==> src/source/cnn_pkg.sv <==
// Convolution engine package with memory port structs, data types and FSM states
package cnn_pkg;

  // ==========================================================================
  // Sizes
  // ==========================================================================
  localparam int addr_w = 19;  // Memory byte address
  localparam int k_dim  = 4;   // Kernel side, fixed 4x4

  // ==========================================================================
  // Memory port structs
  // ==========================================================================
  typedef struct packed {
    logic              req;         // Held until valid seen
    logic [addr_w-1:0] addr;
    logic [4:0]        size_bytes;  // Up to 16 bytes
  } rd_req_t;

  typedef struct packed {
    logic         valid;  // One cycle per request
    logic [127:0] data;   // Byte 0 in low lane
  } rd_rsp_t;

  typedef struct packed {
    logic              req;  // Held until wr_ack
    logic [addr_w-1:0] addr;
    logic [2:0]        size_bytes;  // 1..4 valid bytes
    logic [31:0]       data;
  } wr_req_t;

  // ==========================================================================
  // Datapath types
  // ==========================================================================
  typedef logic [k_dim-1:0][7:0] pix_row_t;         // Unsigned picture bytes
  typedef logic signed [k_dim-1:0][7:0] wgt_row_t;  // Signed weight bytes
  typedef logic signed [31:0] acc_t;

  // Sequencer states
  typedef enum logic [2:0] {
    idle,
    load,   // Weights and bias fetch
    read,   // One picture row
    mac,
    act,    // Saturate and pack
    write
  } fsm_state_t;

endpackage

==> src/source/cnn_fsm.sv <==
// Convolution sequencer ordering weight load, row reads, MAC, activation and write-back
`timescale 1ns/1ns

module cnn_fsm
  import cnn_pkg::*;
(
  input  logic       clk,
  input  logic       rst_n,
  input  logic       go,
  input  logic       wgt_valid,
  input  logic       bias_valid,
  input  logic       pic_valid,
  input  logic       wr_ack,
  input  logic       row_last,   // Fourth kernel line
  input  logic       win_last,   // Last window of picture
  input  logic       word_full,  // This result closes the word
  output logic       busy,
  output logic       done,
  output logic [1:0] load_en,    // Bit 0 weights, bit 1 bias
  output logic       row_req,
  output logic       mac_en,
  output logic       act_en,
  output logic       write_en,
  output logic       clear
);

  fsm_state_t state, state_nx;
  logic       wgt_got;   // Weights arrived this run
  logic       bias_got;
  logic       last_q;    // Pending word holds last window
  logic       done_q;

  // ==========================================================================
  // Next state
  // ==========================================================================
  always_comb
  begin
    state_nx = state;
    unique case (state)
      idle:  if (go) state_nx = load;
      load:  if ((wgt_got || wgt_valid) && (bias_got || bias_valid)) state_nx = read;
      read:  if (pic_valid) state_nx = mac;
      mac:   state_nx = row_last ? act : read;
      act:   state_nx = (word_full || win_last) ? write : read;
      write:
      begin
        if (wr_ack)
          state_nx = last_q ? idle : read;
      end
      default: state_nx = idle;
    endcase
  end

  always_ff @(posedge clk or negedge rst_n)
  begin
    if (!rst_n)
    begin
      state    <= idle;
      wgt_got  <= 1'b0;
      bias_got <= 1'b0;
      last_q   <= 1'b0;
      done_q   <= 1'b0;
    end
    else
    begin
      state  <= state_nx;
      done_q <= (state == write) && wr_ack && last_q;  // Pulse after final ack
      if (clear)
      begin
        wgt_got  <= 1'b0;  // Fresh load each run
        bias_got <= 1'b0;
        last_q   <= 1'b0;
      end
      else
      begin
        if (state == load && wgt_valid)
          wgt_got <= 1'b1;
        if (state == load && bias_valid)
          bias_got <= 1'b1;
        if (act_en)
          last_q <= win_last;  // Window counter moves on this edge
      end
    end
  end

  // Step enables, all from state
  assign clear      = (state == idle) && go;
  assign load_en[0] = (state == load) && !wgt_got;   // Drops cycle after valid
  assign load_en[1] = (state == load) && !bias_got;
  assign row_req    = (state == read);
  assign mac_en     = (state == mac);
  assign act_en     = (state == act);
  assign write_en   = (state == write);
  assign busy       = (state != idle);
  assign done       = done_q;

endmodule

==> src/source/cnn_top.sv <==
// Convolution engine top joining sequencer, window counter, MAC and packer to memory ports
`timescale 1ns/1ns

module cnn_top
  import cnn_pkg::*;
#(
  parameter int pic_rows = 8,
  parameter int pic_cols = 8
)
(
  input  logic                       clk,
  input  logic                       rst_n,
  input  logic                       go,
  output logic                       busy,
  output logic                       done,
  // Base addresses
  input  logic [cnn_pkg::addr_w-1:0] addr_x,  // Picture
  input  logic [cnn_pkg::addr_w-1:0] addr_w,  // Weights
  input  logic [cnn_pkg::addr_w-1:0] addr_b,  // Bias
  input  logic [cnn_pkg::addr_w-1:0] addr_z,  // Results
  output rd_req_t                    pic_rd,
  input  rd_rsp_t                    pic_rsp,
  output rd_req_t                    wgt_rd,
  input  rd_rsp_t                    wgt_rsp,
  output rd_req_t                    bias_rd,
  input  rd_rsp_t                    bias_rsp,
  output wr_req_t                    wr,
  input  logic                       wr_ack
);

  logic [1:0]                 load_en;
  logic                       row_req;
  logic                       mac_en;
  logic                       act_en;
  logic                       write_en;
  logic                       clear;
  logic                       row_last;
  logic                       win_last;
  logic                       word_full;
  logic [1:0]                 line;
  logic [cnn_pkg::addr_w-1:0] pic_addr;
  acc_t                       sum;

  // ==========================================================================
  // Read requests
  // ==========================================================================
  assign wgt_rd  = '{req: load_en[0], addr: addr_w, size_bytes: 5'd16};  // Whole 4x4
  assign bias_rd = '{req: load_en[1], addr: addr_b, size_bytes: 5'd4};
  assign pic_rd  = '{req: row_req, addr: pic_addr, size_bytes: 5'd4};    // One kernel line

  cnn_fsm u_fsm (
    .clk        (clk),
    .rst_n      (rst_n),
    .go         (go),
    .wgt_valid  (wgt_rsp.valid),
    .bias_valid (bias_rsp.valid),
    .pic_valid  (pic_rsp.valid),
    .wr_ack     (wr_ack),
    .row_last   (row_last),
    .win_last   (win_last),
    .word_full  (word_full),
    .busy       (busy),
    .done       (done),
    .load_en    (load_en),
    .row_req    (row_req),
    .mac_en     (mac_en),
    .act_en     (act_en),
    .write_en   (write_en),
    .clear      (clear)
  );

  window_counter #(
    .pic_rows (pic_rows),
    .pic_cols (pic_cols)
  ) u_win (
    .clk      (clk),
    .rst_n    (rst_n),
    .clear    (clear),
    .addr_x   (addr_x),
    .mac_en   (mac_en),
    .act_en   (act_en),
    .pic_addr (pic_addr),
    .line     (line),
    .row_last (row_last),
    .win_last (win_last)
  );

  mac_unit u_mac (
    .clk      (clk),
    .rst_n    (rst_n),
    .clear    (clear),
    .load_en  (load_en),
    .wgt_rsp  (wgt_rsp),
    .bias_rsp (bias_rsp),
    .pic_rsp  (pic_rsp),
    .mac_en   (mac_en),
    .line     (line),
    .sum      (sum)
  );

  result_packer u_pack (
    .clk       (clk),
    .rst_n     (rst_n),
    .clear     (clear),
    .addr_z    (addr_z),
    .act_en    (act_en),
    .write_en  (write_en),
    .wr_ack    (wr_ack),
    .sum       (sum),
    .wr        (wr),
    .word_full (word_full)
  );

endmodule

==> src/source/mac_unit.sv <==
// Weight and bias store with a 4-lane dot product feeding the window accumulator
`timescale 1ns/1ns

module mac_unit
  import cnn_pkg::*;
(
  input  logic       clk,
  input  logic       rst_n,
  input  logic       clear,
  input  logic [1:0] load_en,   // Bit 0 weights, bit 1 bias
  input  rd_rsp_t    wgt_rsp,
  input  rd_rsp_t    bias_rsp,
  input  rd_rsp_t    pic_rsp,
  input  logic       mac_en,
  input  logic [1:0] line,
  output acc_t       sum
);

  wgt_row_t w_mem [k_dim];  // One row per kernel line
  wgt_row_t w_sel;
  acc_t     bias_q;
  pix_row_t row_q;          // Latest picture row
  acc_t     dot;
  acc_t     acc;

  // ==========================================================================
  // Operand capture
  // ==========================================================================
  always_ff @(posedge clk)
  begin
    if (load_en[0] && wgt_rsp.valid)
    begin
      for (int r = 0; r < k_dim; r++)
        w_mem[r] <= wgt_rsp.data[32*r +: 32];  // Row r at bytes 4r..4r+3
    end
    if (load_en[1] && bias_rsp.valid)
      bias_q <= bias_rsp.data[31:0];
    if (pic_rsp.valid)
      row_q <= pic_rsp.data[31:0];
  end

  assign w_sel = w_mem[line];

  // Signed weight times unsigned pixel, pixel widened with a zero sign bit
  always_comb
  begin
    dot = '0;
    for (int i = 0; i < k_dim; i++)
      dot = dot + acc_t'($signed(w_sel[i])) * acc_t'($signed({1'b0, row_q[i]}));
  end

  always_ff @(posedge clk or negedge rst_n)
  begin
    if (!rst_n)
      acc <= '0;
    else if (clear)
      acc <= '0;
    else if (mac_en)
      acc <= ((line == 2'd0) ? bias_q : acc) + dot;  // Bias seeds each window
  end

  assign sum = acc;  // Complete one cycle after line 3

endmodule

==> src/source/result_packer.sv <==
// Saturating ReLU with byte packing into write words and write address tracking
`timescale 1ns/1ns

module result_packer
  import cnn_pkg::*;
(
  input  logic              clk,
  input  logic              rst_n,
  input  logic              clear,
  input  logic [addr_w-1:0] addr_z,    // Result base
  input  logic              act_en,
  input  logic              write_en,
  input  logic              wr_ack,
  input  acc_t              sum,
  output wr_req_t           wr,
  output logic              word_full
);

  logic [2:0]        fill;     // Lanes in use, 0..4
  logic [addr_w-1:0] addr_q;
  pix_row_t          word_q;
  logic [7:0]        act_byte;
  logic              acked;

  assign acked = write_en && wr_ack;

  // Clamp to 0..255
  always_comb
  begin
    if (sum < 0)
      act_byte = 8'h00;
    else if (sum > acc_t'(255))
      act_byte = 8'hff;
    else
      act_byte = sum[7:0];
  end

  always_ff @(posedge clk or negedge rst_n)
  begin
    if (!rst_n)
      fill <= '0;
    else if (clear || acked)
      fill <= '0;
    else if (act_en)
      fill <= fill + 3'd1;
  end

  always_ff @(posedge clk)
  begin
    if (clear)
    begin
      addr_q <= addr_z;
      word_q <= '0;
    end
    else if (acked)
    begin
      addr_q <= addr_q + addr_w'(4);  // Next word
      word_q <= '0;
    end
    else if (act_en)
      word_q[fill[1:0]] <= act_byte;  // First result in byte 0
  end

  // Lane 3 is next, so the current activation completes the word
  assign word_full = (fill == 3'd3);

  assign wr = '{req: write_en, addr: addr_q, size_bytes: fill, data: word_q};

endmodule

==> src/source/window_counter.sv <==
// Window and kernel line counters generating picture row read addresses
`timescale 1ns/1ns

module window_counter
  import cnn_pkg::*;
#(
  parameter int pic_rows = 8,
  parameter int pic_cols = 8
)
(
  input  logic              clk,
  input  logic              rst_n,
  input  logic              clear,
  input  logic [addr_w-1:0] addr_x,    // Picture base
  input  logic              mac_en,    // Next kernel line
  input  logic              act_en,    // Next window
  output logic [addr_w-1:0] pic_addr,
  output logic [1:0]        line,      // Kernel line, selects weight row
  output logic              row_last,
  output logic              win_last
);

  localparam int col_w   = $clog2(pic_cols);
  localparam int row_w   = $clog2(pic_rows);
  localparam int col_max = pic_cols - k_dim;  // Last window column
  localparam int row_max = pic_rows - k_dim;

  logic [col_w-1:0]  win_col;
  logic [row_w-1:0]  win_row;
  logic [addr_w-1:0] base_q;
  logic [addr_w-1:0] row_idx;
  logic              col_end;

  assign col_end = (win_col == col_w'(col_max));

  // Base taken at start of run
  always_ff @(posedge clk)
  begin
    if (clear)
      base_q <= addr_x;
  end

  always_ff @(posedge clk or negedge rst_n)
  begin
    if (!rst_n)
    begin
      line    <= '0;
      win_col <= '0;
      win_row <= '0;
    end
    else if (clear)
    begin
      line    <= '0;
      win_col <= '0;
      win_row <= '0;
    end
    else
    begin
      if (mac_en)
        line <= line + 2'd1;  // Wraps back to 0 after line 3
      if (act_en)
      begin
        if (col_end)
        begin
          win_col <= '0;
          win_row <= (win_row == row_w'(row_max)) ? '0 : win_row + 1'b1;
        end
        else
          win_col <= win_col + 1'b1;
      end
    end
  end

  // Stride 1, row address = base + (row + line) * cols + col
  assign row_idx  = addr_w'(win_row) + addr_w'(line);
  assign pic_addr = base_q + row_idx * addr_w'(pic_cols) + addr_w'(win_col);

  assign row_last = (line == 2'd3);
  assign win_last = col_end && (win_row == row_w'(row_max));

endmodule

==> config.mk <==
export PLATFORM = sky130hd
export DESIGN_NAME = cnn_top
export DESIGN_NICKNAME = d
export VERILOG_FILES = /design/src/source/cnn_pkg.sv /design/src/source/cnn_fsm.sv /design/src/source/cnn_top.sv /design/src/source/mac_unit.sv /design/src/source/result_packer.sv /design/src/source/window_counter.sv
export SDC_FILE = /design/constraint.sdc
export NUM_CORES = 1
export LEC_CHECK = 0
export ABC_CLOCK_PERIOD_IN_PS = 9700
export BUFFER_PORTS_ARGS = -buffer_cell sky130_fd_sc_hd__buf_2
export CELL_PAD_IN_SITES_DETAIL_PLACEMENT = 1
export CELL_PAD_IN_SITES_GLOBAL_PLACEMENT = 2
export CORE_MARGIN = 2
export CORE_UTILIZATION = 32
export CTS_CLUSTER_SIZE = 12
export DETAILED_ROUTE_END_ITERATION = 8
export PLACE_DENSITY_LB_ADDON = 0.1
export SLEW_MARGIN = 20
export SYNTH_ARGS = -nofsm -noshare
export SYNTH_HDL_FRONTEND = slang
export SYNTH_HIERARCHICAL = 1
export SYNTH_SLANG_ARGS = --single-unit
==> constraint.sdc <==
create_clock -name clk -period 9.7 [get_ports clk]
set_clock_uncertainty 0.2 [all_clocks]
set_input_delay 1.94 -clock clk [delete_from_list [all_inputs] [get_ports clk]]
set_output_delay 1.94 -clock clk [all_outputs]
set_load 0.01 [all_outputs]
==> flow_metrics.tcl <==
set metrics [dict create \
    area_growth_pct 25.69 \
    cp-end-kind "register" \
    finalHoldViolCount 0 \
    slew_headroom 0.3468 \
    clkLatencyLatePin_ns 0.57 \
    worst-path-buf-inv 10 \
    hp-class "register to register" \
    r2r-end "u_mac/sum[28]" \
    violations "setup timing" \
    overflow 0 \
    cp.depth 41 \
    yosys.area_share.simple 0.1169 \
    start_kind "register" \
    synthMuxAreaShare 0.05543 \
    wl_per_cell_um 18.61 \
    postSynthCellCount 2228 \
    timing.critical_path.to "u_mac/sum[28]" \
    ant_nets 0 \
    die_w_um 281.9 \
    vias 17570 \
    slew_violations 0 \
    cts_tree "built" \
    status "finished with violations" \
    via_per_inst 4.620 \
    grt_max_degree 75 \
    synth-compound-area-share 0.06231 \
    ys_seq_area_frac 0.3559 \
    place_hpwl_um 57210 \
    tightestPinTransition_ns 0.9798 \
    post-route-min-period_ns 10.05 \
    worstPathArrival_ns 10.26 \
    synth_cell_types 88 \
    grt_usage 0.1801 \
    synth_area_per_cell_um2 11.09 \
    grt_pass1_vias 19220 \
    mostFrequentLayoutCells "inv_1, buf_2, fa_1" \
    critPathMaxFanout 7 \
    timing.rr.start "u_win/line[0]" \
    reg2regPathDepth 41 \
    root_buffer "clkbuf_16" \
    synth_xor_area_frac 0.02749 \
    pin_count 599 \
    rows 101 \
    drc 0 \
    grt_pass1_wl_um 109800 \
    period_share 1.036 \
    synth_top_family_by_area "adder cells" \
    cts_hold_buf 0 \
    io_buffers 315 \
    dieArea_mm2 0.07948 \
    crit_path_start "u_win/line[0]" \
    antenna_found_initial 9 \
    yosys.area.top_type "edfxtp_1" \
    critPathMaxStageDelay_ns 0.59 \
    rsz0062_at_grt "yes" \
    die_h_um 281.9 \
    cp_common_cell "fa_1" \
    synthTopCellsByArea "edfxtp_1, fa_1, ha_1, inv_1, dfrtp_1" \
    cts_buffers 40 \
    clk_pin_slew_worst_paths_ns 0.07 \
    worstPathRequired_ns 9.91 \
    reg2reg_slack_ns -0.35 \
    start_util 0.3244 \
    asyncSetResetFlopFracSynth 0.1603 \
    worstSetupPathType "register to register" \
    wl_um 70750 \
    synth_fa_ha_area_frac 0.2988 \
    layout.nets 3655 \
    maxCapViolCount 0 \
    place.gp.congestion 0.8207 \
    h-tree-depth 2 \
    yosysWarnings 6 \
    coreArea_mm2 0.07620 \
    drive_gt1_frac 0.2866 \
    netlist_area_mm2 0.02472 \
    drt-initial-drc-count 627 \
    synth_top_area_share 0.2794 \
    ys_seq_elements 312 \
    layout_commonest_cell "inv_1" \
    synth-edff-count 230 \
    fin_util 0.4077 \
    clock_path_buffers 3 \
    synth_ff_type "edfxtp_1" \
    nFillCells 8458 \
    setup_viol 13 \
    firstDrtPassIters 4 \
    critical_path.top_delay_family "adder cells" \
    cp_slowest_cell "fa_1" \
    cts_sinks 312 \
    fin_ws_ns -0.3494 \
    fmax_mhz 99.51 \
]
==> synth_stat cells, types with 5 or more instances <==
library cell  count
a211oi_1         14
a21o_1           18
a21oi_1          44
a31oi_1           6
and2_1          160
and3_1            6
buf_1             6
buf_2             5
buf_4            56
clkbuf_1         21
dfrtp_1          50
dfxtp_1          32
edfxtp_1        230
fa_1            239
ha_1            208
inv_1           391
mux2_2           35
mux2i_1          33
mux4_2           28
nand2_1         162
nand2b_1         23
nand3_1          23
nand4_1          15
nor2_1          113
nor2b_1          10
nor3_1           24
nor4_1           11
o211ai_1          7
o21a_1            8
o21ai_0          80
o21ai_1           5
o21bai_1          7
or3_1             5
xnor2_1          62
xor2_1           13
==> tightest hold or removal path: cells and delay by family (launching register included) <==
family	cells	cell delay, ns
AND/OR/NAND/NOR	1	0.04
AO/OA/AOI/OAI	1	0.06
flip-flops	1	0.32
==> worst min-delay path by stage <==
stage / to / depth (start not counted) / start
floorplan: u_pack/wr[0] / 2 / u_pack/wr[0]
global placement: u_pack/wr[20] / 2 / u_pack/wr[20]
detailed placement: u_pack/wr[30] / 2 / u_pack/wr[30]
CTS: u_pack/wr[20] / 2 / u_pack/wr[20]
global route: u_pack/wr[22] / 2 / u_pack/wr[22]
finish: u_pack/wr[8] / 2 / u_pack/wr[8]
==> per-stage QoR <==
step / setup TNS (ns) / cells / area (um^2) / hold slack, ns / setup WS [ns]
detailed placement: -8.488 / 3679 / 28610 / 0.2449 / -0.9071
finish: -2.668 / 3802 / 31070 / 0.2508 / -0.3494
global route: -8.139 / 3801 / 31070 / 0.2858 / -0.7456
floorplan: 0 / 2241 / 24880 / 0.2867 / 0.02528
CTS: -4.054 / 3788 / 30710 / 0.2588 / -0.4903
global placement: -8.413 / 3679 / 28610 / 0.2362 / -0.8498
==> per-layer routing <==
layer | GRT usage | vias up | wire length, um
met3 | 0.03099 | 71 | 3090
li1 | - | 8334 | -
met1 | 0.2506 | 8860 | 32780
met4 | 0.03778 | 10 | 1216
met5 | 0 | - | 66
met2 | 0.2943 | 291 | 33600
==> state kept, by name, summed over array words and instances, names as in the netlist, 2 cells and up <==
signal	count
u_mac/w_mem	128
u_win/win_row	3
u_pack/wr	32
u_pack/fill	3
u_mac/bias_q	32
u_win/line	2
u_fsm/state	3
u_mac/sum	32
u_pack/addr_q	19
u_mac/row_q	32
u_win/base_q	19
u_win/win_col	3
==> cells by family (layout without fill, tap and decap cells) <==
group	Yosys count	count (layout)
AOI/OAI and AO/OA	235	235
xor gates and xnor gates	76	76
adders and majority gates	447	447
buffers and inverters	484	1013
DFF	312	312
muxes	97	97
other	2	17
and+or+nand+nor	575	575
==> area by class of cell <==
cell class                 count  area (um^2)  area share
clock inverter                18        245.2    0.007893
sequential                   312         8801      0.2833
tap                         1030         1289     0.04148
antenna                        2        5.005   0.0001611
multi-input combinational   1445        14580      0.4694
clock buffer                  53         1081     0.03479
inverter                     393         1480     0.04764
timing repair buffer         549         3586      0.1154
==> timing repair <==
| action | in CTS | in global routing |
|---|---|---|
| endpoints found under the setup margin | 16 | 17 |
| gates resized for setup | 101 | 58 |
| gates cloned | 1 | 0 |
| pin swaps | 107 | 47 |
| buffers inserted | 39 | 14 |
Power is left out: the tool's default activity adds up to more than one toggle a clock period on the data nets, which glitch-free logic cannot reach.
